$ cat config.mk
export PLATFORM = sky130hd
export DESIGN_NAME = uart_top
export DESIGN_NICKNAME = d
export VERILOG_FILES = /design/src/rtl/uart_pkg.sv /design/src/rtl/uart_reg_if.sv /design/src/rtl/uart_axil_slave.sv /design/src/rtl/uart_bank.sv /design/src/rtl/uart_fifo.sv /design/src/rtl/uart_rx.sv /design/src/rtl/uart_top.sv /design/src/rtl/uart_tx.sv
export SDC_FILE = /design/constraint.sdc
export NUM_CORES = 1
export LEC_CHECK = 0
export ABC_CLOCK_PERIOD_IN_PS = 5500
export BUFFER_PORTS_ARGS = -buffer_cell sky130_fd_sc_hd__buf_2
export CORE_MARGIN = 1.5
export CORE_UTILIZATION = 55
export CTS_BUF_LIST = sky130_fd_sc_hd__clkbuf_4 sky130_fd_sc_hd__clkbuf_8
export CTS_CLUSTER_DIAMETER = 150
export DETAILED_ROUTE_END_ITERATION = 10
export PLACE_DENSITY_LB_ADDON = 0.12
export SYNTH_ARGS = -nofsm -noshare
export SYNTH_HDL_FRONTEND = slang
export SYNTH_SLANG_ARGS = --single-unit
$ cat constraint.sdc
create_clock -name clock -period 5.5 [get_ports clock]
set_clock_uncertainty 0.2 [all_clocks]
set_input_delay 0.55 -clock clock [delete_from_list [all_inputs] [get_ports clock]]
set_output_delay 0.55 -clock clock [all_outputs]
set_load 0.01 [all_outputs]
$ cat src/rtl/uart_pkg.sv
`default_nettype none

package uart_pkg;

  typedef logic [31:0] data_t;
  typedef logic [7:0] byte_t;
  typedef logic [2:0] reg_index_t;
  typedef logic [15:0] divisor_t;

  // Word index of each register, address bits 4:2
  localparam reg_index_t TXDATA_IDX = 3'd0;
  localparam reg_index_t RXDATA_IDX = 3'd1;
  localparam reg_index_t TXCTRL_IDX = 3'd2;
  localparam reg_index_t RXCTRL_IDX = 3'd3;
  localparam reg_index_t IE_IDX = 3'd4;
  localparam reg_index_t IP_IDX = 3'd5;
  localparam reg_index_t DIV_IDX = 3'd6;

  localparam int unsigned DEFAULT_BAUD = 115200;

  // Divisor for the default baud rate, one bit lasts divisor + 1 clocks
  function automatic divisor_t default_divisor(input int unsigned clock_freq_hz);
    int unsigned ratio;
    ratio = clock_freq_hz / DEFAULT_BAUD;
    return divisor_t'(ratio - 1);
  endfunction

endpackage

`default_nettype wire

$ cat src/rtl/uart_reg_if.sv
`timescale 1ns/1ps
`default_nettype none

interface uart_reg_if;
  import uart_pkg::*;

  logic wr_en;
  logic rd_en;
  reg_index_t index;
  data_t wr_data;
  data_t rd_data;

  // AXI side
  modport front (
    output wr_en,
    output rd_en,
    output index,
    output wr_data,
    input rd_data
  );

  // Register bank side
  modport bank (
    input wr_en,
    input rd_en,
    input index,
    input wr_data,
    output rd_data
  );

endinterface

`default_nettype wire

$ cat src/rtl/uart_axil_slave.sv
`timescale 1ns/1ps
`default_nettype none

module uart_axil_slave (
  input logic clock,
  input logic reset,
  // Write address
  input logic [4:0] awaddr,
  input logic awvalid,
  output logic awready,
  // Write data
  input uart_pkg::data_t wdata,
  input logic wvalid,
  output logic wready,
  // Write response
  output logic [1:0] bresp,
  output logic bvalid,
  input logic bready,
  // Read address
  input logic [4:0] araddr,
  input logic arvalid,
  output logic arready,
  // Read data
  output uart_pkg::data_t rdata,
  output logic [1:0] rresp,
  output logic rvalid,
  input logic rready,
  uart_reg_if.front bus
);

  typedef enum logic [1:0] {
    IDLE,
    WRITE_RESP,
    READ_DATA
  } state_t;

  state_t state;
  logic wr_accept;
  logic rd_accept;

  // Writes win when both channels are pending
  assign wr_accept = (state == IDLE) && awvalid && wvalid;
  assign rd_accept = (state == IDLE) && !wr_accept && arvalid;

  assign awready = wr_accept;
  assign wready = wr_accept;
  assign arready = rd_accept;

  // Single-cycle register access
  assign bus.wr_en = wr_accept;
  assign bus.rd_en = rd_accept;
  assign bus.index = wr_accept ? awaddr[4:2] : araddr[4:2];
  assign bus.wr_data = wdata;

  always_ff @(posedge clock or posedge reset) begin
    if (reset) begin
      state <= IDLE;
    end else begin
      case (state)
        IDLE: begin
          if (wr_accept) begin
            state <= WRITE_RESP;
          end else if (rd_accept) begin
            state <= READ_DATA;
          end
        end
        WRITE_RESP: begin
          if (bready) begin
            state <= IDLE;
          end
        end
        READ_DATA: begin
          if (rready) begin
            state <= IDLE;
          end
        end
        default: state <= IDLE;
      endcase
    end
  end

  assign bvalid = (state == WRITE_RESP);
  assign bresp = 2'b00;

  // Bank holds the read word until the next read
  assign rvalid = (state == READ_DATA);
  assign rdata = bus.rd_data;
  assign rresp = 2'b00;

endmodule

`default_nettype wire

$ cat src/rtl/uart_bank.sv
`timescale 1ns/1ps
`default_nettype none

module uart_bank #(
  parameter int FIFO_DEPTH = 8,
  parameter int unsigned CLOCK_FREQ_HZ = 10000000
) (
  input logic clock,
  input logic reset,
  uart_reg_if.bank bus,
  // TX FIFO
  output logic tx_push,
  output uart_pkg::byte_t tx_data,
  input logic tx_full,
  input logic [$clog2(FIFO_DEPTH):0] tx_count,
  // RX FIFO
  output logic rx_pop,
  input uart_pkg::byte_t rx_data,
  input logic rx_empty,
  input logic [$clog2(FIFO_DEPTH):0] rx_count,
  // PHY control
  output logic txen,
  output logic nstop,
  output logic rxen,
  output uart_pkg::divisor_t div,
  output logic irq
);
  import uart_pkg::*;

  localparam divisor_t DIV_RESET = default_divisor(CLOCK_FREQ_HZ);

  logic [2:0] txcnt;
  logic [2:0] rxcnt;
  logic [1:0] ie;
  logic tx_pending;
  logic rx_pending;
  logic wr_txdata;
  data_t read_word;

  assign wr_txdata = bus.wr_en && (bus.index == TXDATA_IDX);

  // Full FIFO drops the byte
  assign tx_push = wr_txdata && !tx_full;
  assign tx_data = bus.wr_data[7:0];
  assign rx_pop = bus.rd_en && (bus.index == RXDATA_IDX) && !rx_empty;

  always_ff @(posedge clock or posedge reset) begin
    if (reset) begin
      txen <= 1'b0;
      nstop <= 1'b0;
      txcnt <= 3'd0;
      rxen <= 1'b0;
      rxcnt <= 3'd0;
      ie <= 2'b00;
      div <= DIV_RESET;
    end else if (bus.wr_en) begin
      case (bus.index)
        TXCTRL_IDX: begin
          txen <= bus.wr_data[0];
          nstop <= bus.wr_data[1];
          txcnt <= bus.wr_data[18:16];
        end
        RXCTRL_IDX: begin
          rxen <= bus.wr_data[0];
          rxcnt <= bus.wr_data[18:16];
        end
        IE_IDX: ie <= bus.wr_data[1:0];
        DIV_IDX: div <= bus.wr_data[15:0];
        default: ;
      endcase
    end
  end

  // Watermarks
  assign tx_pending = 32'(tx_count) < 32'(txcnt);
  assign rx_pending = 32'(rx_count) > 32'(rxcnt);

  always_comb begin
    case (bus.index)
      TXDATA_IDX: read_word = {tx_full, 31'b0};
      // rx_empty is taken before the pop lands
      RXDATA_IDX: read_word = {rx_empty, 23'b0, rx_data};
      TXCTRL_IDX: read_word = {13'b0, txcnt, 14'b0, nstop, txen};
      RXCTRL_IDX: read_word = {13'b0, rxcnt, 15'b0, rxen};
      IE_IDX: read_word = {30'b0, ie};
      IP_IDX: read_word = {30'b0, rx_pending, tx_pending};
      DIV_IDX: read_word = {16'b0, div};
      default: read_word = '0;
    endcase
  end

  always_ff @(posedge clock or posedge reset) begin
    if (reset) begin
      bus.rd_data <= '0;
    end else if (bus.rd_en) begin
      bus.rd_data <= read_word;
    end
  end

  always_ff @(posedge clock or posedge reset) begin
    if (reset) begin
      irq <= 1'b0;
    end else begin
      irq <= (tx_pending && ie[0]) || (rx_pending && ie[1]);
    end
  end

endmodule

`default_nettype wire

$ cat src/rtl/uart_fifo.sv
`timescale 1ns/1ps
`default_nettype none

module uart_fifo #(
  parameter int DEPTH = 8
) (
  input logic clock,
  input logic reset,
  input logic push,
  input uart_pkg::byte_t wr_data,
  input logic pop,
  output uart_pkg::byte_t rd_data,
  output logic full,
  output logic empty,
  output logic [$clog2(DEPTH):0] count
);
  import uart_pkg::*;

  localparam int PTR_W = $clog2(DEPTH);
  localparam int CNT_W = PTR_W + 1;

  byte_t mem [DEPTH];
  logic [PTR_W-1:0] wr_ptr;
  logic [PTR_W-1:0] rd_ptr;
  logic do_push;
  logic do_pop;

  assign do_push = push && !full;
  assign do_pop = pop && !empty;

  always_ff @(posedge clock) begin
    if (do_push) begin
      mem[wr_ptr] <= wr_data;
    end
  end

  // Pointers wrap on their own since DEPTH is a power of two
  always_ff @(posedge clock or posedge reset) begin
    if (reset) begin
      wr_ptr <= '0;
      rd_ptr <= '0;
      count <= '0;
    end else begin
      if (do_push) begin
        wr_ptr <= wr_ptr + 1'b1;
      end
      if (do_pop) begin
        rd_ptr <= rd_ptr + 1'b1;
      end
      case ({do_push, do_pop})
        2'b10: count <= count + 1'b1;
        2'b01: count <= count - 1'b1;
        default: ;
      endcase
    end
  end

  assign rd_data = mem[rd_ptr];
  assign full = (count == CNT_W'(DEPTH));
  assign empty = (count == '0);

endmodule

`default_nettype wire

$ cat src/rtl/uart_rx.sv
`timescale 1ns/1ps
`default_nettype none

module uart_rx (
  input logic clock,
  input logic reset,
  input logic rxen,
  input uart_pkg::divisor_t div,
  input logic rxd,
  output logic push,
  output uart_pkg::byte_t data,
  input logic full
);
  import uart_pkg::*;

  typedef enum logic [1:0] {
    IDLE,
    START,
    DATA,
    STOP
  } state_t;

  state_t state;
  divisor_t baud_cnt;
  logic [2:0] bit_cnt;
  logic rxd_meta;
  logic rxd_sync;
  logic rxd_prev;

  always_ff @(posedge clock or posedge reset) begin
    if (reset) begin
      rxd_meta <= 1'b1;
      rxd_sync <= 1'b1;
      rxd_prev <= 1'b1;
    end else begin
      rxd_meta <= rxd;
      rxd_sync <= rxd_meta;
      rxd_prev <= rxd_sync;
    end
  end

  always_ff @(posedge clock or posedge reset) begin
    if (reset) begin
      state <= IDLE;
      baud_cnt <= '0;
      bit_cnt <= '0;
      data <= '0;
      push <= 1'b0;
    end else begin
      push <= 1'b0;
      if (state == IDLE) begin
        // Falling edge marks a start bit, wait half a bit
        if (rxen && rxd_prev && !rxd_sync) begin
          state <= START;
          baud_cnt <= div >> 1;
        end
      end else if (baud_cnt != '0) begin
        baud_cnt <= baud_cnt - 1'b1;
      end else begin
        baud_cnt <= div;
        case (state)
          START: begin
            state <= rxd_sync ? IDLE : DATA;
            bit_cnt <= '0;
          end
          DATA: begin
            data <= {rxd_sync, data[7:1]};
            bit_cnt <= bit_cnt + 1'b1;
            if (bit_cnt == 3'd7) begin
              state <= STOP;
            end
          end
          default: begin
            push <= rxd_sync && !full;
            state <= IDLE;
          end
        endcase
      end
    end
  end

endmodule

`default_nettype wire

$ cat src/rtl/uart_top.sv
`timescale 1ns/1ps
`default_nettype none

module uart_top #(
  parameter int FIFO_DEPTH = 8,
  parameter int unsigned CLOCK_FREQ_HZ = 10000000
) (
  input logic clock,
  input logic reset,
  input logic [4:0] awaddr,
  input logic awvalid,
  output logic awready,
  input uart_pkg::data_t wdata,
  input logic wvalid,
  output logic wready,
  output logic [1:0] bresp,
  output logic bvalid,
  input logic bready,
  input logic [4:0] araddr,
  input logic arvalid,
  output logic arready,
  output uart_pkg::data_t rdata,
  output logic [1:0] rresp,
  output logic rvalid,
  input logic rready,
  output logic txd,
  input logic rxd,
  output logic irq
);
  import uart_pkg::*;

  logic tx_push;
  logic tx_pop;
  logic tx_full;
  logic tx_empty;
  byte_t tx_wr_data;
  byte_t tx_rd_data;
  logic [$clog2(FIFO_DEPTH):0] tx_count;
  logic rx_push;
  logic rx_pop;
  logic rx_full;
  logic rx_empty;
  byte_t rx_wr_data;
  byte_t rx_rd_data;
  logic [$clog2(FIFO_DEPTH):0] rx_count;
  logic txen;
  logic nstop;
  logic rxen;
  divisor_t div;

  uart_reg_if bus_i ();

  uart_axil_slave axil_i (
    .clock(clock), .reset(reset),
    .awaddr(awaddr), .awvalid(awvalid), .awready(awready),
    .wdata(wdata), .wvalid(wvalid), .wready(wready),
    .bresp(bresp), .bvalid(bvalid), .bready(bready),
    .araddr(araddr), .arvalid(arvalid), .arready(arready),
    .rdata(rdata), .rresp(rresp), .rvalid(rvalid), .rready(rready),
    .bus(bus_i.front)
  );

  uart_bank #(.FIFO_DEPTH(FIFO_DEPTH), .CLOCK_FREQ_HZ(CLOCK_FREQ_HZ)) bank_i (
    .clock(clock), .reset(reset), .bus(bus_i.bank),
    .tx_push(tx_push), .tx_data(tx_wr_data), .tx_full(tx_full), .tx_count(tx_count),
    .rx_pop(rx_pop), .rx_data(rx_rd_data), .rx_empty(rx_empty), .rx_count(rx_count),
    .txen(txen), .nstop(nstop), .rxen(rxen), .div(div), .irq(irq)
  );

  uart_fifo #(.DEPTH(FIFO_DEPTH)) tx_fifo_i (
    .clock(clock), .reset(reset),
    .push(tx_push), .wr_data(tx_wr_data), .pop(tx_pop), .rd_data(tx_rd_data),
    .full(tx_full), .empty(tx_empty), .count(tx_count)
  );

  uart_fifo #(.DEPTH(FIFO_DEPTH)) rx_fifo_i (
    .clock(clock), .reset(reset),
    .push(rx_push), .wr_data(rx_wr_data), .pop(rx_pop), .rd_data(rx_rd_data),
    .full(rx_full), .empty(rx_empty), .count(rx_count)
  );

  uart_tx tx_i (
    .clock(clock), .reset(reset), .txen(txen), .nstop(nstop), .div(div),
    .empty(tx_empty), .pop(tx_pop), .data(tx_rd_data), .txd(txd)
  );

  uart_rx rx_i (
    .clock(clock), .reset(reset), .rxen(rxen), .div(div), .rxd(rxd),
    .push(rx_push), .data(rx_wr_data), .full(rx_full)
  );

endmodule

`default_nettype wire

$ cat src/rtl/uart_tx.sv
`timescale 1ns/1ps
`default_nettype none

module uart_tx (
  input logic clock,
  input logic reset,
  input logic txen,
  input logic nstop,
  input uart_pkg::divisor_t div,
  input logic empty,
  output logic pop,
  input uart_pkg::byte_t data,
  output logic txd
);
  import uart_pkg::*;

  typedef enum logic [1:0] {
    IDLE,
    START,
    DATA,
    STOP
  } state_t;

  state_t state;
  divisor_t baud_cnt;
  byte_t shift;
  logic [2:0] bit_cnt;
  logic bit_done;

  assign pop = (state == IDLE) && txen && !empty;
  assign bit_done = (baud_cnt == '0);

  always_ff @(posedge clock or posedge reset) begin
    if (reset) begin
      state <= IDLE;
      baud_cnt <= '0;
      shift <= '0;
      bit_cnt <= '0;
      txd <= 1'b1;
    end else if (state == IDLE) begin
      if (pop) begin
        state <= START;
        shift <= data;
        baud_cnt <= div;
        txd <= 1'b0;
      end
    end else if (!bit_done) begin
      baud_cnt <= baud_cnt - 1'b1;
    end else begin
      baud_cnt <= div;
      case (state)
        START: begin
          state <= DATA;
          bit_cnt <= '0;
          txd <= shift[0];
          shift <= shift >> 1;
        end
        DATA: begin
          if (bit_cnt == 3'd7) begin
            // Remaining stop bits minus one
            state <= STOP;
            bit_cnt <= {2'b00, nstop};
            txd <= 1'b1;
          end else begin
            bit_cnt <= bit_cnt + 1'b1;
            txd <= shift[0];
            shift <= shift >> 1;
          end
        end
        default: begin
          if (bit_cnt == '0) begin
            state <= IDLE;
          end else begin
            bit_cnt <= bit_cnt - 1'b1;
          end
        end
      endcase
    end
  end

endmodule

`default_nettype wire

==> impl_results.html, run 1 <==
<table>
<tr><th>Metric</th><th>Value</th></tr>
<tr><th colspan="2">CTS</th></tr>
<tr><td>Number of CTS-inserted buffers</td><td>44</td></tr>
<tr><td>Clk Latency, worst-skew pair</td><td>0.53 ns</td></tr>
<tr><td>Clock root cell</td><td>sky130_fd_sc_hd__clkbuf_8</td></tr>
<tr><td>Clock tree from TritonCTS</td><td>built</td></tr>
<tr><td>Post-CTS Setup Repair Bufs</td><td>0</td></tr>
<tr><td>Number of H-tree levels</td><td>2</td></tr>
<tr><td>Maximum root-to-sink buffer count</td><td>3</td></tr>
<tr><td>Number of cells upsized or downsized after cts</td><td>0</td></tr>
<tr><td>Total clock sinks</td><td>261</td></tr>
<tr><td>Clock input transition at the sequential cells of the worst setup and hold paths</td><td>0.06 ns</td></tr>
<tr><th colspan="2">Yosys</th></tr>
<tr><td>Leading cell type by number of instances after synthesis</td><td>sky130_fd_sc_hd__edfxtp_1</td></tr>
<tr><td>Synth Instances</td><td>926</td></tr>
<tr><td>Ys async rst share</td><td>51.0%</td></tr>
<tr><td>Count of flip-flops with a built-in enable after synthesis</td><td>128</td></tr>
<tr><td>Dominant combinational cell family by area after synthesis</td><td>multiplexers</td></tr>
<tr><td>Share of synthesized cell area in and, or, nand and nor gates</td><td>10.1%</td></tr>
<tr><td>Cell type contributing the most total cell area after synthesis</td><td>sky130_fd_sc_hd__edfxtp_1</td></tr>
<tr><td>Top flip-flop cell by instance count after synthesis</td><td>sky130_fd_sc_hd__edfxtp_1</td></tr>
<tr><td>Largest cells by area after synthesis</td><td>sky130_fd_sc_hd__edfxtp_1 (32%), sky130_fd_sc_hd__dfrtp_1 (26%), sky130_fd_sc_hd__mux4_2 (6.0%), sky130_fd_sc_hd__mux2_2 (3.5%), sky130_fd_sc_hd__ha_1 (3.2%)</td></tr>
<tr><td>Post-synthesis area per instance</td><td>13.0 um2</td></tr>
<tr><td>Yosys Warn Count</td><td>0</td></tr>
<tr><td>Adder-cell share of the synthesized area</td><td>3.55%</td></tr>
<tr><td>Area fraction of the dominant cell type after synthesis</td><td>31.9%</td></tr>
<tr><td>Share of the synthesized netlist area taken by xor and xnor gates</td><td>1.09%</td></tr>
<tr><td>Top post-synthesis cells by count</td><td>sky130_fd_sc_hd__edfxtp_1 (128), sky130_fd_sc_hd__dfrtp_1 (125), sky130_fd_sc_hd__nand2_1 (76)</td></tr>
<tr><td>Total of flip-flops plus latches after synthesis</td><td>261</td></tr>
<tr><td>Count of different cell masters after synthesis</td><td>73</td></tr>
<tr><td>Post-synthesis compound-gate area fraction</td><td>9.95%</td></tr>
<tr><td>Proportion of synthesized chip area in sequential cells</td><td>59.5%</td></tr>
<tr><td>Netlist area before placement</td><td>12100 um2</td></tr>
<tr><td>Share of cell area taken by muxes after synthesis</td><td>12.1%</td></tr>
<tr><th colspan="2">Global route</th></tr>
<tr><td>Via count of the first global-routing pass</td><td>7424</td></tr>
<tr><td>Maximum number of pins on one net before global-route repair</td><td>101</td></tr>
<tr><td>Global-route wire length before repair</td><td>40700 um</td></tr>
<tr><td>Final global-route overflow total</td><td>0</td></tr>
<tr><td>Total GRT Usage</td><td>23.6%</td></tr>
<tr><td>Antenna violations before repair</td><td>0</td></tr>
<tr><th colspan="2">Worst hold path</th></tr>
<tr><td>Class of the tightest hold or removal check</td><td>in2async</td></tr>
<tr><th colspan="2">Critical path</th></tr>
<tr><td>Category of the most critical setup path</td><td>reg2reg</td></tr>
<tr><td>Family with the most delay on the worst path</td><td>compound AO/OA/AOI/OAI gates</td></tr>
<tr><td>Maximum fanout count along the critical path</td><td>12</td></tr>
<tr><td>Crit-path slowest cell</td><td>sky130_fd_sc_hd__o41ai_1</td></tr>
<tr><td>Highest cell delay on the worst timing path</td><td>0.78 ns</td></tr>
<tr><td>Cells traversed along the worst timing path</td><td>o41ai_1, inv_1, nand2_1, inv_1, ha_1, ha_1, a21o_1, a21oi_1, xnor2_1, nor2_1, xor2_1</td></tr>
<tr><td>Critical path depth in cells</td><td>11</td></tr>
<tr><td>Required @ worst endpoint</td><td>5.72 ns</td></tr>
<tr><td>Data arrival time of the critical path</td><td>3.72 ns</td></tr>
<tr><td>Startpoint type of the worst setup path</td><td>flop</td></tr>
<tr><td>End of the worst register-to-register path</td><td>tx_fifo_i.count[3]</td></tr>
<tr><td>Buffer and inverter count on the worst path</td><td>2</td></tr>
<tr><td>Worst Setup End Kind</td><td>flop</td></tr>
<tr><td>Startpoint of the worst-slack reg-to-reg timing path</td><td>tx_fifo_i.count[1]</td></tr>
<tr><td>Worst R2R Path Depth</td><td>11</td></tr>
<tr><td>Register-to-register setup slack</td><td>1.99 ns</td></tr>
<tr><th colspan="2">Place</th></tr>
<tr><td>IO Port Bufs</td><td>59</td></tr>
<tr><td>Hpwl dp</td><td>17100 um</td></tr>
<tr><td>Last weighted congestion value of the routability-driven placer</td><td>0.835</td></tr>
<tr><td>DP Cell Count</td><td>1229</td></tr>
<tr><td>Post-DP Area</td><td>12500 um2</td></tr>
<tr><th colspan="2">Power</th></tr>
<tr><td>Proportion of power drawn by combinational gates</td><td>28.3%</td></tr>
<tr><td>IR drop worst, VDD</td><td>265 uV</td></tr>
<tr><td>Leakage dissipation</td><td>0.00553 uW</td></tr>
<tr><td>Total power density per cell area</td><td>489 nW/um2</td></tr>
<tr><td>Clock network fraction of design power</td><td>29.7%</td></tr>
<tr><td>Sequential share of power</td><td>42.0%</td></tr>
<tr><td>Internal power summed over all cells</td><td>4420 uW</td></tr>
<tr><td>Switching share of total power</td><td>33.4%</td></tr>
<tr><td>Net Sw Power</td><td>2220 uW</td></tr>
<tr><td>Overall power consumption</td><td>6640 uW</td></tr>
<tr><th colspan="2">Timing</th></tr>
<tr><td>RSZ-0062 raised after global routing</td><td>false</td></tr>
<tr><td>Max Clock Freq</td><td>285 MHz</td></tr>
<tr><td>Final clock period utilization by the worst path</td><td>63.8%</td></tr>
<tr><td>Final setup violation count</td><td>0</td></tr>
<tr><td>Slew of the pin with the lowest slew margin</td><td>1.24 ns</td></tr>
<tr><td>Setup tns final</td><td>0 ns</td></tr>
<tr><td>Final min period</td><td>3.51 ns</td></tr>
<tr><td>Slew Limit Fails</td><td>0</td></tr>
<tr><td>Final hold violations</td><td>0</td></tr>
<tr><td>Fin Hold WS</td><td>0.0150 ns</td></tr>
<tr><td>Worst slew slack as a fraction of its limit</td><td>16.8%</td></tr>
<tr><th colspan="2">Finish</th></tr>
<tr><td>Number of filler cells placed in the layout</td><td>1711</td></tr>
<tr><td>Ant diodes</td><td>0</td></tr>
<tr><td>Ratio of cells with drive above 1 in the final layout</td><td>22.8%</td></tr>
<tr><td>Number of standard cells in the final layout excluding fillers</td><td>1313</td></tr>
<tr><td>Final-stage net count</td><td>1081</td></tr>
<tr><td>Area growth from synthesis to final layout</td><td>12.7%</td></tr>
<tr><td>Post-Layout Inst Area</td><td>13600 um2</td></tr>
<tr><th colspan="2">Outcome</th></tr>
<tr><td>Status</td><td>finished clean</td></tr>
<tr><th colspan="2">Route</th></tr>
<tr><td>Violation count after the first detailed-route iteration</td><td>488</td></tr>
<tr><td>Number of optimization iterations in the first detailed-route pass</td><td>6</td></tr>
<tr><td>Post-detailed-route DRC marker count</td><td>0</td></tr>
<tr><td>Via count</td><td>7545</td></tr>
<tr><td>Detail-routed net length per standard cell</td><td>19.6 um</td></tr>
<tr><td>Detailed-route wire length</td><td>25700 um</td></tr>
<tr><td>Post-detailed-route count of antenna-violating nets</td><td>0</td></tr>
<tr><td>Vias per inst</td><td>5.75</td></tr>
<tr><th colspan="2">Floorplan</th></tr>
<tr><td>Row count</td><td>54</td></tr>
<tr><td>Overall die width</td><td>151 um</td></tr>
<tr><td>Initial Util</td><td>55.6%</td></tr>
<tr><td>Die H</td><td>151 um</td></tr>
<tr><td>I/O pin count</td><td>93</td></tr>
<tr><td>Core area</td><td>21700 um2</td></tr>
<tr><td>Die outline area</td><td>22800 um2</td></tr>
<tr><th colspan="2">Job</th></tr>
<tr><td>Number of max-cap violations</td><td>0</td></tr>
</table>
## kinds of logic after synthesis
family,Yosys count
buf+inv,99
compound gates,167
flops,261
mux,101
xor+xnor,15
other cells,1
fa+ha+maj,33
simple gates,249
## layer usage
metal	routed length, um	vias to the layer above	global-route usage (%)	share of wire (%)
li1	-	3601	-	-
met5	0	-	0	0
met4	435	0	6.55	1.7
met3	1350	37	4.40	5.2
met2	12600	172	39.0	49
met1	11300	3735	32.1	44
## flip-flops by register name, summed over array words and instances (netlist names), 4 cells and up
register and flops:
rx_fifo_i.count 4, rx_i.data 8, bank_i.bus.rd_data 20, tx_i.baud_cnt 16, rx_i.baud_cnt 16, tx_i.shift 8, rx_fifo_i.mem 64, bank_i.div 16
tx_fifo_i.mem 64, tx_fifo_i.count 4
## repair_timing
action	in CTS	in global routing
hold buffers	3	0
endpoints found under the hold margin	3	0
endpoints found under the setup margin	0	0
## per-stage QoR
step,setup slack (ns),utilization [%]
3_3_place_gp,2.02,57.8
6_report,1.99,62.7
5_1_grt,1.69,62.7
2_1_floorplan,1.21,-
4_1_cts,1.92,62.7
3_5_place_dp,1.95,57.8
## area by class of cell
class / count / area (um2) / area share, %
Clock buffer: 60 / 769 / 5.66
Sequential cell: 261 / 7180 / 52.8
Timing Repair Buffer: 70 / 385 / 2.83
Tap cell: 280 / 350 / 2.58
Inverter: 40 / 155 / 1.14
Clock inverter: 21 / 251 / 1.85
Multi-Input combinational cell: 581 / 4500 / 33.1
## power groups by stage
stage / Combinational, uW / Clock [uW] / Sequential [uW]
floorplan: 1560 / 0 / 2620
global placement: 1850 / 0 / 2810
detailed placement: 1890 / 0 / 2820
CTS: 1900 / 2010 / 2790
global route: 2120 / 2090 / 2840
finish: 1880 / 1970 / 2790
## worst max path at each step
stage	start	end	slack (ns)
after global routing	tx_fifo_i.count[1]	tx_fifo_i.count[3]	1.69
after floorplan	reset	axil_i.state[0]	1.21
after global placement	tx_fifo_i.count[1]	tx_fifo_i.count[3]	2.02
after CTS	tx_fifo_i.count[1]	tx_fifo_i.count[3]	1.92
final	tx_fifo_i.count[1]	tx_fifo_i.count[3]	1.99
after detailed placement	tx_fifo_i.count[1]	tx_fifo_i.count[3]	1.95
## placed cells by master (no fill, tap or decap), drive strengths merged, types with 27 or more instances in the layout
master  count
edfxtp    128
nor2       59
mux2       37
ha         31
buf        67
inv        41
dfrtp     125
nand2      76
o21ai      58
clkbuf     60
nor3       27
mux4       32
mux2i      32
No activity file was read; power rests on OpenSTA's default activity.
==> run 2: changes to the inputs <==
- ABC_CLOCK_PERIOD_IN_PS: 5500 -> 3450
- clock period: 5.5 -> 3.45 ns (I/O delays scaled with it)
==> run 2 against run 1 <==
  * Critical endpoint unchanged
  * Register-to-register slack worse by 1.6 ns
  * Routed wire length is 1.3% higher
  * Combinational power is 65% higher
  * Sequential cell count stayed put
  * Highest routed layer unchanged
  * Maximum frequency is 13% higher
  * Die area stayed put
  * Final cell count is 2.6% higher
  * Largest power group unchanged
  * Utilization is 1.0 points higher
  * Total power is 55% higher
  * Count of clock-buffer cells in the layout is 3 higher
  * Via count is 1.9% higher
  * Global-route usage is 0.32 points higher
==> impl_results.html, run 2 (same netlist as run 1, synthesis figures left out) <==
<table>
<tr><th>Metric</th><th>Value</th></tr>
<tr><th colspan="2">Job</th></tr>
<tr><td>Number of max-cap violations</td><td>0 (unchanged)</td></tr>
<tr><th colspan="2">Route</th></tr>
<tr><td>Number of optimization iterations in the first detailed-route pass</td><td>7 (+1)</td></tr>
<tr><td>Violation count after the first detailed-route iteration</td><td>530 (+8.6%)</td></tr>
<tr><td>Via count</td><td>7686 (+1.9%)</td></tr>
<tr><td>Post-detailed-route count of antenna-violating nets</td><td>0 (unchanged)</td></tr>
<tr><td>Post-detailed-route DRC marker count</td><td>0 (unchanged)</td></tr>
<tr><td>Detailed-route wire length</td><td>26100 um (+1.3%)</td></tr>
<tr><td>Vias per inst</td><td>5.71 (-0.70%)</td></tr>
<tr><td>Detail-routed net length per standard cell</td><td>19.4 um (-1.3%)</td></tr>
<tr><th colspan="2">Timing</th></tr>
<tr><td>Slew of the pin with the lowest slew margin</td><td>0.902 ns (-0.338 ns)</td></tr>
<tr><td>Slew Limit Fails</td><td>0 (unchanged)</td></tr>
<tr><td>Final min period</td><td>3.10 ns (-0.408 ns)</td></tr>
<tr><td>RSZ-0062 raised after global routing</td><td>false</td></tr>
<tr><td>Final hold violations</td><td>0 (unchanged)</td></tr>
<tr><td>Final clock period utilization by the worst path</td><td>89.8% (+26 points)</td></tr>
<tr><td>Setup tns final</td><td>0 ns (unchanged)</td></tr>
<tr><td>Max Clock Freq</td><td>323 MHz (+13%)</td></tr>
<tr><td>Final setup violation count</td><td>0 (unchanged)</td></tr>
<tr><td>Worst slew slack as a fraction of its limit</td><td>39.6% (+23 points)</td></tr>
<tr><th colspan="2">Worst hold path</th></tr>
<tr><td>Class of the tightest hold or removal check</td><td>in2reg</td></tr>
<tr><td>Hold path start</td><td>awaddr[3]</td></tr>
<tr><th colspan="2">Finish</th></tr>
<tr><td>Ratio of cells with drive above 1 in the final layout</td><td>23.2% (+0.40 points)</td></tr>
<tr><td>Final-stage net count</td><td>1117 (+3.3%)</td></tr>
<tr><td>Area growth from synthesis to final layout</td><td>14.5%</td></tr>
<tr><td>Commonest cells after routing, fill and taps aside</td><td>sky130_fd_sc_hd__edfxtp_1 (128), sky130_fd_sc_hd__dfrtp_1 (125), sky130_fd_sc_hd__nand2_1 (76), sky130_fd_sc_hd__buf_2 (59), sky130_fd_sc_hd__nor2_1 (58)</td></tr>
<tr><td>Most common library cell in the layout ignoring fill and taps</td><td>sky130_fd_sc_hd__edfxtp_1</td></tr>
<tr><td>Post-Layout Inst Area</td><td>13800 um2 (+1.6%)</td></tr>
<tr><td>Largest registers ranked by flip-flop count</td><td>rx_fifo_i.mem x64, tx_fifo_i.mem x64, bank_i.bus.rd_data x20</td></tr>
<tr><td>Ant diodes</td><td>0 (unchanged)</td></tr>
<tr><th colspan="2">Floorplan</th></tr>
<tr><td>Die H</td><td>151 um (unchanged)</td></tr>
<tr><td>Initial Util</td><td>55.6% (unchanged)</td></tr>
<tr><td>Row count</td><td>54 (unchanged)</td></tr>
<tr><td>I/O pin count</td><td>93 (unchanged)</td></tr>
<tr><td>Die outline area</td><td>22800 um2 (unchanged)</td></tr>
<tr><td>Overall die width</td><td>151 um (unchanged)</td></tr>
<tr><td>Core area</td><td>21700 um2 (unchanged)</td></tr>
<tr><th colspan="2">CTS</th></tr>
<tr><td>Post-CTS Setup Repair Bufs</td><td>0 (unchanged)</td></tr>
<tr><td>Maximum root-to-sink buffer count</td><td>3 (unchanged)</td></tr>
<tr><td>Clk Latency, worst-skew pair</td><td>0.54 ns (about the same)</td></tr>
<tr><td>Number of CTS-inserted buffers</td><td>43 (-2.3%)</td></tr>
<tr><td>Clock tree from TritonCTS</td><td>built</td></tr>
<tr><td>Number of H-tree levels</td><td>2 (unchanged)</td></tr>
<tr><td>Clock input transition at the sequential cells of the worst setup and hold paths</td><td>0.06 ns (about the same)</td></tr>
<tr><td>Total clock sinks</td><td>261 (unchanged)</td></tr>
<tr><td>Clock root cell</td><td>sky130_fd_sc_hd__clkbuf_8</td></tr>
<tr><th colspan="2">Power</th></tr>
<tr><td>Overall power consumption</td><td>10300 uW (+55%)</td></tr>
<tr><td>Total power density per cell area</td><td>744 nW/um2 (+52%)</td></tr>
<tr><td>Net Sw Power</td><td>3500 uW (+57%)</td></tr>
<tr><td>Clock network fraction of design power</td><td>26.9% (-2.8 points)</td></tr>
<tr><td>Switching share of total power</td><td>34.0% (+0.60 points)</td></tr>
<tr><td>Internal power summed over all cells</td><td>6780 uW (+53%)</td></tr>
<tr><td>Leakage dissipation</td><td>0.00563 uW (+1.9%)</td></tr>
<tr><td>Sequential share of power</td><td>42.9% (+0.9 points)</td></tr>
<tr><td>Proportion of power drawn by combinational gates</td><td>30.2% (+1.9 points)</td></tr>
<tr><td>IR drop worst, VDD</td><td>345 uV (+30%)</td></tr>
<tr><th colspan="2">Global route</th></tr>
<tr><td>Global-route wire length before repair</td><td>41200 um (+1.3%)</td></tr>
<tr><td>Total GRT Usage</td><td>23.9% (+0.32 points)</td></tr>
<tr><td>Antenna violations before repair</td><td>0 (unchanged)</td></tr>
<tr><td>Final global-route overflow total</td><td>0 (unchanged)</td></tr>
<tr><td>Via count of the first global-routing pass</td><td>7607 (+2.5%)</td></tr>
<tr><td>Maximum number of pins on one net before global-route repair</td><td>83 (-18%)</td></tr>
<tr><th colspan="2">Place</th></tr>
<tr><td>Last weighted congestion value of the routability-driven placer</td><td>0.827 (-0.99%)</td></tr>
<tr><td>Post-DP Area</td><td>12700 um2 (+1.2%)</td></tr>
<tr><td>IO Port Bufs</td><td>59 (unchanged)</td></tr>
<tr><td>Hpwl dp</td><td>17500 um (+2.4%)</td></tr>
<tr><th colspan="2">Critical path</th></tr>
<tr><td>Required @ worst endpoint</td><td>3.65 ns (-2.07 ns)</td></tr>
<tr><td>Critical path startpoint</td><td>tx_fifo_i.count[1]</td></tr>
<tr><td>Startpoint of the worst-slack reg-to-reg timing path</td><td>tx_fifo_i.count[1]</td></tr>
<tr><td>Data arrival time of the critical path</td><td>3.30 ns (-0.42 ns)</td></tr>
<tr><td>Cells traversed along the worst timing path</td><td>o41ai_1, inv_1, nand2_1, inv_1, ha_1, ha_1, a21o_1, a21oi_1, xnor2_1, nor2_1, xor2_1</td></tr>
<tr><td>Crit-path slowest cell</td><td>sky130_fd_sc_hd__o41ai_1</td></tr>
<tr><td>Startpoint type of the worst setup path</td><td>flop</td></tr>
<tr><td>Category of the most critical setup path</td><td>reg2reg</td></tr>
<tr><td>Highest cell delay on the worst timing path</td><td>0.74 ns (-0.04 ns)</td></tr>
<tr><td>Maximum fanout count along the critical path</td><td>6 (-6)</td></tr>
<tr><td>Worst Setup End Kind</td><td>flop</td></tr>
<tr><th colspan="2">Outcome</th></tr>
<tr><td>Status</td><td>finished clean</td></tr>
</table>
run 2: cell types whose count changed in the layout (fill, tap and decap cells not counted), sizes merged:
cell         change
dlygate4sd3     +20
clkinvlp         +2
clkbuf           +3
clkinv           -1
bufinv           -5
inv              -2
buf             +17
run 2: final cells by class:
class                      instances  area [um2]
tap                              280         350
multi-input combinational        581        4500
fill                            1699        7880
clock buffer                      63         798
sequential                       261        7180
clock inverter                    15        93.8
inverter                          40         154
timing repair buffer             107         738
run 2: worst max-delay path, delay by kind of cell, from the launching register on:
kind                     cells  cell delay (ns)
XOR/XNOR                     2             0.28
AO/OA/AOI/OAI                3             1.08
adder cells (fa/ha/maj)      2             0.54
AND/OR/NAND/NOR              2             0.18
flip-flops                   1             0.44
buffers and inverters        2             0.26
run 2: power groups by stage:
| stage | sequential [uW] | clock (uW) | combinational (uW) |
|---|---|---|---|
| 5_1_grt | 4490 | 2950 | 3490 |
| 3_5_place_dp | 4450 | 0 | 3100 |
| 2_1_floorplan | 4180 | 0 | 2490 |
| 4_1_cts | 4400 | 2820 | 3130 |
| 3_3_place_gp | 4450 | 0 | 3060 |
| 6_report | 4410 | 2760 | 3100 |
run 2: final timing paths:
kind	to	slack, ns	depth (start not counted)
hold reg to reg	rx_i.rxd_sync	0.15	0
max in group asynchronous	tx_i.txd	2.00	4
setup reg to reg	tx_fifo_i.count[3]	0.35	11
min in group asynchronous	rx_fifo_i.count[0]	0.22	3
setup / recovery	tx_fifo_i.count[3]	0.35	11
hold / removal	bank_i.bus.rd_data[31]	0.09	4
run 2: metrics by stage:
| stage | cells | utilization [%] | setup slack (ns) | hold WS [ns] |
|---|---|---|---|---|
| detailed placement | 1246 | 58.5 | 0.344 | 0.147 |
| global placement | 1246 | 58.5 | 0.343 | 0.146 |
| finish | 1347 | 63.7 | 0.351 | 0.0857 |
| CTS | 1347 | 63.7 | 0.327 | 0.0646 |
| global route | 1347 | 63.7 | 0.149 | 0.123 |
| floorplan | 941 | - | 0.713 | 0.145 |
run 2: per-layer routing:
metal  up-vias  GRT usage, %  share of wire [%]
met5         -             0                  0
met4         0          8.16                2.4
met3        49          4.07                4.2
met2       166          39.4                 49
met1      3795          32.3                 44
li1       3676             -                  -
run 2: repair_timing:
item,4_1_cts,5_1_grt
gates resized for setup,0,0
hold endpoints to repair,108,0
hold buffers,23,0
==> run 3: changes to the inputs <==
- ABC_CLOCK_PERIOD_IN_PS: 3450 -> 3600
- clock period: 3.45 -> 3.6 ns (I/O delays scaled with it)
==> run 3 against run 2 <==
  * Via count is 0.70% higher
  * Clock power is 3% lower
  * Hold slack better by 0.010 ns
  * Cell area is 0.14% higher
  * Total power is 3.7% lower
  * Count of clock-buffer cells in the layout is 2 lower
  * Setup slack better by 0.18 ns
  * Global-route usage is 0.13 points higher
  * Sequential power is 3% lower
  * Register-to-register slack better by 0.18 ns
  * Critical path depth stayed put
  * Non-clock buffer count is 1 lower
  * Critical path type unchanged
==> impl_results.html, run 3 (same netlist as run 1, synthesis figures left out) <==
<table>
<tr><th>Metric</th><th>Value</th></tr>
<tr><th colspan="2">Outcome</th></tr>
<tr><td>Status</td><td>finished clean</td></tr>
<tr><th colspan="2">Critical path</th></tr>
<tr><td>Highest cell delay on the worst timing path</td><td>0.68 ns (-0.06 ns)</td></tr>
<tr><td>Cells traversed along the worst timing path</td><td>o41ai_1, inv_1, nand2_1, inv_1, ha_1, ha_1, a21o_1, a21oi_1, xnor2_1, nor2_1, xor2_1</td></tr>
<tr><td>Startpoint type of the worst setup path</td><td>flop</td></tr>
<tr><td>Family with the most delay on the worst path</td><td>compound AO/OA/AOI/OAI gates</td></tr>
<tr><td>Buffer and inverter count on the worst path</td><td>2 (unchanged)</td></tr>
<tr><td>Worst Setup End Kind</td><td>flop</td></tr>
<tr><td>Register-to-register setup slack</td><td>0.53 ns (+0.18 ns)</td></tr>
<tr><td>Crit-path slowest cell</td><td>sky130_fd_sc_hd__o41ai_1</td></tr>
<tr><td>Category of the most critical setup path</td><td>reg2reg</td></tr>
<tr><td>Data arrival time of the critical path</td><td>3.29 ns (about the same)</td></tr>
<tr><td>Maximum fanout count along the critical path</td><td>6 (unchanged)</td></tr>
<tr><td>Required @ worst endpoint</td><td>3.82 ns (+0.17 ns)</td></tr>
<tr><th colspan="2">Finish</th></tr>
<tr><td>Ratio of cells with drive above 1 in the final layout</td><td>23.3% (+0.028 points)</td></tr>
<tr><td>Final-stage net count</td><td>1117 (unchanged)</td></tr>
<tr><td>Commonest cells after routing, fill and taps aside</td><td>sky130_fd_sc_hd__edfxtp_1 (128), sky130_fd_sc_hd__dfrtp_1 (125), sky130_fd_sc_hd__nand2_1 (76), sky130_fd_sc_hd__buf_2 (59), sky130_fd_sc_hd__nor2_1 (58)</td></tr>
<tr><td>Number of filler cells placed in the layout</td><td>1688 (-0.65%)</td></tr>
<tr><td>Post-Layout Inst Area</td><td>13800 um2 (+0.14%)</td></tr>
<tr><td>Most common library cell in the layout ignoring fill and taps</td><td>sky130_fd_sc_hd__edfxtp_1</td></tr>
<tr><td>Ant diodes</td><td>0 (unchanged)</td></tr>
<tr><td>Largest registers ranked by flip-flop count</td><td>rx_fifo_i.mem x64, tx_fifo_i.mem x64, bank_i.bus.rd_data x20</td></tr>
<tr><td>Area growth from synthesis to final layout</td><td>14.6%</td></tr>
<tr><th colspan="2">Global route</th></tr>
<tr><td>Global-route wire length before repair</td><td>41500 um (+0.84%)</td></tr>
<tr><td>Total GRT Usage</td><td>24.0% (+0.13 points)</td></tr>
<tr><td>Final global-route overflow total</td><td>0 (unchanged)</td></tr>
<tr><td>Maximum number of pins on one net before global-route repair</td><td>61 (-27%)</td></tr>
<tr><td>Antenna violations before repair</td><td>1 (+1)</td></tr>
<tr><td>Via count of the first global-routing pass</td><td>7573 (-0.45%)</td></tr>
<tr><th colspan="2">Timing</th></tr>
<tr><td>Fin Hold WS</td><td>0.0958 ns (+0.0101 ns)</td></tr>
<tr><td>Final min period</td><td>3.07 ns (-0.0305 ns)</td></tr>
<tr><td>RSZ-0062 raised after global routing</td><td>false</td></tr>
<tr><td>Final clock period utilization by the worst path</td><td>85.2% (-4.6 points)</td></tr>
<tr><td>Slew Limit Fails</td><td>0 (unchanged)</td></tr>
<tr><td>Final setup violation count</td><td>0 (unchanged)</td></tr>
<tr><td>Final hold violations</td><td>0 (unchanged)</td></tr>
<tr><td>Setup tns final</td><td>0 ns (unchanged)</td></tr>
<tr><td>Worst slew slack as a fraction of its limit</td><td>28.7% (-11 points)</td></tr>
<tr><td>Slew of the pin with the lowest slew margin</td><td>1.06 ns (+0.158 ns)</td></tr>
<tr><td>Max Clock Freq</td><td>326 MHz (+0.99%)</td></tr>
<tr><th colspan="2">Floorplan</th></tr>
<tr><td>I/O pin count</td><td>93 (unchanged)</td></tr>
<tr><td>Overall die width</td><td>151 um (unchanged)</td></tr>
<tr><td>Core area</td><td>21700 um2 (unchanged)</td></tr>
<tr><td>Row count</td><td>54 (unchanged)</td></tr>
<tr><td>Initial Util</td><td>55.6% (unchanged)</td></tr>
<tr><td>Die outline area</td><td>22800 um2 (unchanged)</td></tr>
<tr><td>Die H</td><td>151 um (unchanged)</td></tr>
<tr><th colspan="2">CTS</th></tr>
<tr><td>Clk Latency, worst-skew pair</td><td>0.56 ns (+0.02 ns)</td></tr>
<tr><td>Number of CTS-inserted buffers</td><td>44 (+2.3%)</td></tr>
<tr><td>Total clock sinks</td><td>261 (unchanged)</td></tr>
<tr><td>Post-CTS Setup Repair Bufs</td><td>0 (unchanged)</td></tr>
<tr><td>Number of cells upsized or downsized after cts</td><td>0 (unchanged)</td></tr>
<tr><td>Clock tree from TritonCTS</td><td>built</td></tr>
<tr><td>Number of H-tree levels</td><td>2 (unchanged)</td></tr>
<tr><td>Clock input transition at the sequential cells of the worst setup and hold paths</td><td>0.06 ns (about the same)</td></tr>
<tr><td>Clock root cell</td><td>sky130_fd_sc_hd__clkbuf_8</td></tr>
<tr><td>CTS Hold Buffers Added</td><td>23 (unchanged)</td></tr>
<tr><td>Maximum root-to-sink buffer count</td><td>3 (unchanged)</td></tr>
<tr><th colspan="2">Worst hold path</th></tr>
<tr><td>Class of the tightest hold or removal check</td><td>in2reg</td></tr>
<tr><th colspan="2">Place</th></tr>
<tr><td>Hpwl dp</td><td>17800 um (+1.7%)</td></tr>
<tr><td>IO Port Bufs</td><td>59 (unchanged)</td></tr>
<tr><td>Last weighted congestion value of the routability-driven placer</td><td>0.859 (+3.9%)</td></tr>
<tr><td>Post-DP Area</td><td>12700 um2 (about the same)</td></tr>
<tr><th colspan="2">Power</th></tr>
<tr><td>Total power density per cell area</td><td>715 nW/um2 (-3.8%)</td></tr>
<tr><td>Overall power consumption</td><td>9890 uW (-3.7%)</td></tr>
<tr><td>IR drop worst, VDD</td><td>340 uV (-1.3%)</td></tr>
<tr><td>Leakage dissipation</td><td>0.00564 uW (+0.21%)</td></tr>
<tr><th colspan="2">Route</th></tr>
<tr><td>Post-detailed-route DRC marker count</td><td>0 (unchanged)</td></tr>
<tr><td>Post-detailed-route count of antenna-violating nets</td><td>0 (unchanged)</td></tr>
<tr><td>Detail-routed net length per standard cell</td><td>19.6 um (+1.2%)</td></tr>
<tr><td>Detailed-route wire length</td><td>26400 um (+1.5%)</td></tr>
<tr><td>Number of optimization iterations in the first detailed-route pass</td><td>5 (-2)</td></tr>
<tr><td>Vias per inst</td><td>5.73 (+0.48%)</td></tr>
<tr><td>Violation count after the first detailed-route iteration</td><td>560 (+5.7%)</td></tr>
<tr><td>Via count</td><td>7740 (+0.70%)</td></tr>
<tr><th colspan="2">Job</th></tr>
<tr><td>Number of max-cap violations</td><td>0 (unchanged)</td></tr>
</table>
run 3: metrics by stage:
stage	utilization, %	worst slack [ns]	instances
detailed placement	58.5	0.508	1245
CTS	63.8	0.494	1350
global route	63.8	0.352	1350
floorplan	-	0.863	941
global placement	58.5	0.561	1245
finish	63.8	0.531	1350
run 3: final cells by class:
type / instances / area, um2 / share of cell area [%]
Sequential cell: 261 / 7180 / 51.9
Multi-Input combinational cell: 581 / 4500 / 32.5
Clock buffer: 61 / 783 / 5.66
Timing Repair Buffer: 106 / 743 / 5.37
Tap cell: 280 / 350 / 2.53
Inverter: 40 / 154 / 1.11
Clock inverter: 21 / 123 / 0.887
run 3: worst min-delay path: cells and delay by family:
family | cells | cell delay (ns)
AO/OA/AOI/OAI | 2 | 0.22
AND/OR/NAND/NOR | 1 | 0.06
buffers and inverters | 1 | 0.14
run 3: routing by layer:
layer / wire [um] / vias to the layer above / GRT usage (%)
met3: 1260 / 46 / 4.37
met1: 11500 / 3844 / 32.2
met5: 12 / - / 0
met2: 13100 / 173 / 39.8
met4: 564 / 2 / 7.67
li1: - / 3675 / -
run 3: power by group:
part,switching (uW),internal [uW],leakage (uW)
Clock,1190,1490,0.000487
Sequential,649,3610,0.00284
Combinational,1560,1400,0.00231
Total,3400,6490,0.00564
run 3: worst paths after layout:
check | end | from | depth (start not counted)
max in group asynchronous | tx_i.txd | reset | 4
max reg2reg | tx_fifo_i.count[3] | tx_fifo_i.count[1] | 11
min in group asynchronous | rx_fifo_i.count[0] | reset | 3
max | tx_fifo_i.count[3] | tx_fifo_i.count[1] | 11
min reg2reg | rx_i.rxd_sync | rx_i.rxd_meta | 0
min | bank_i.bus.rd_data[31] | awaddr[3] | 4
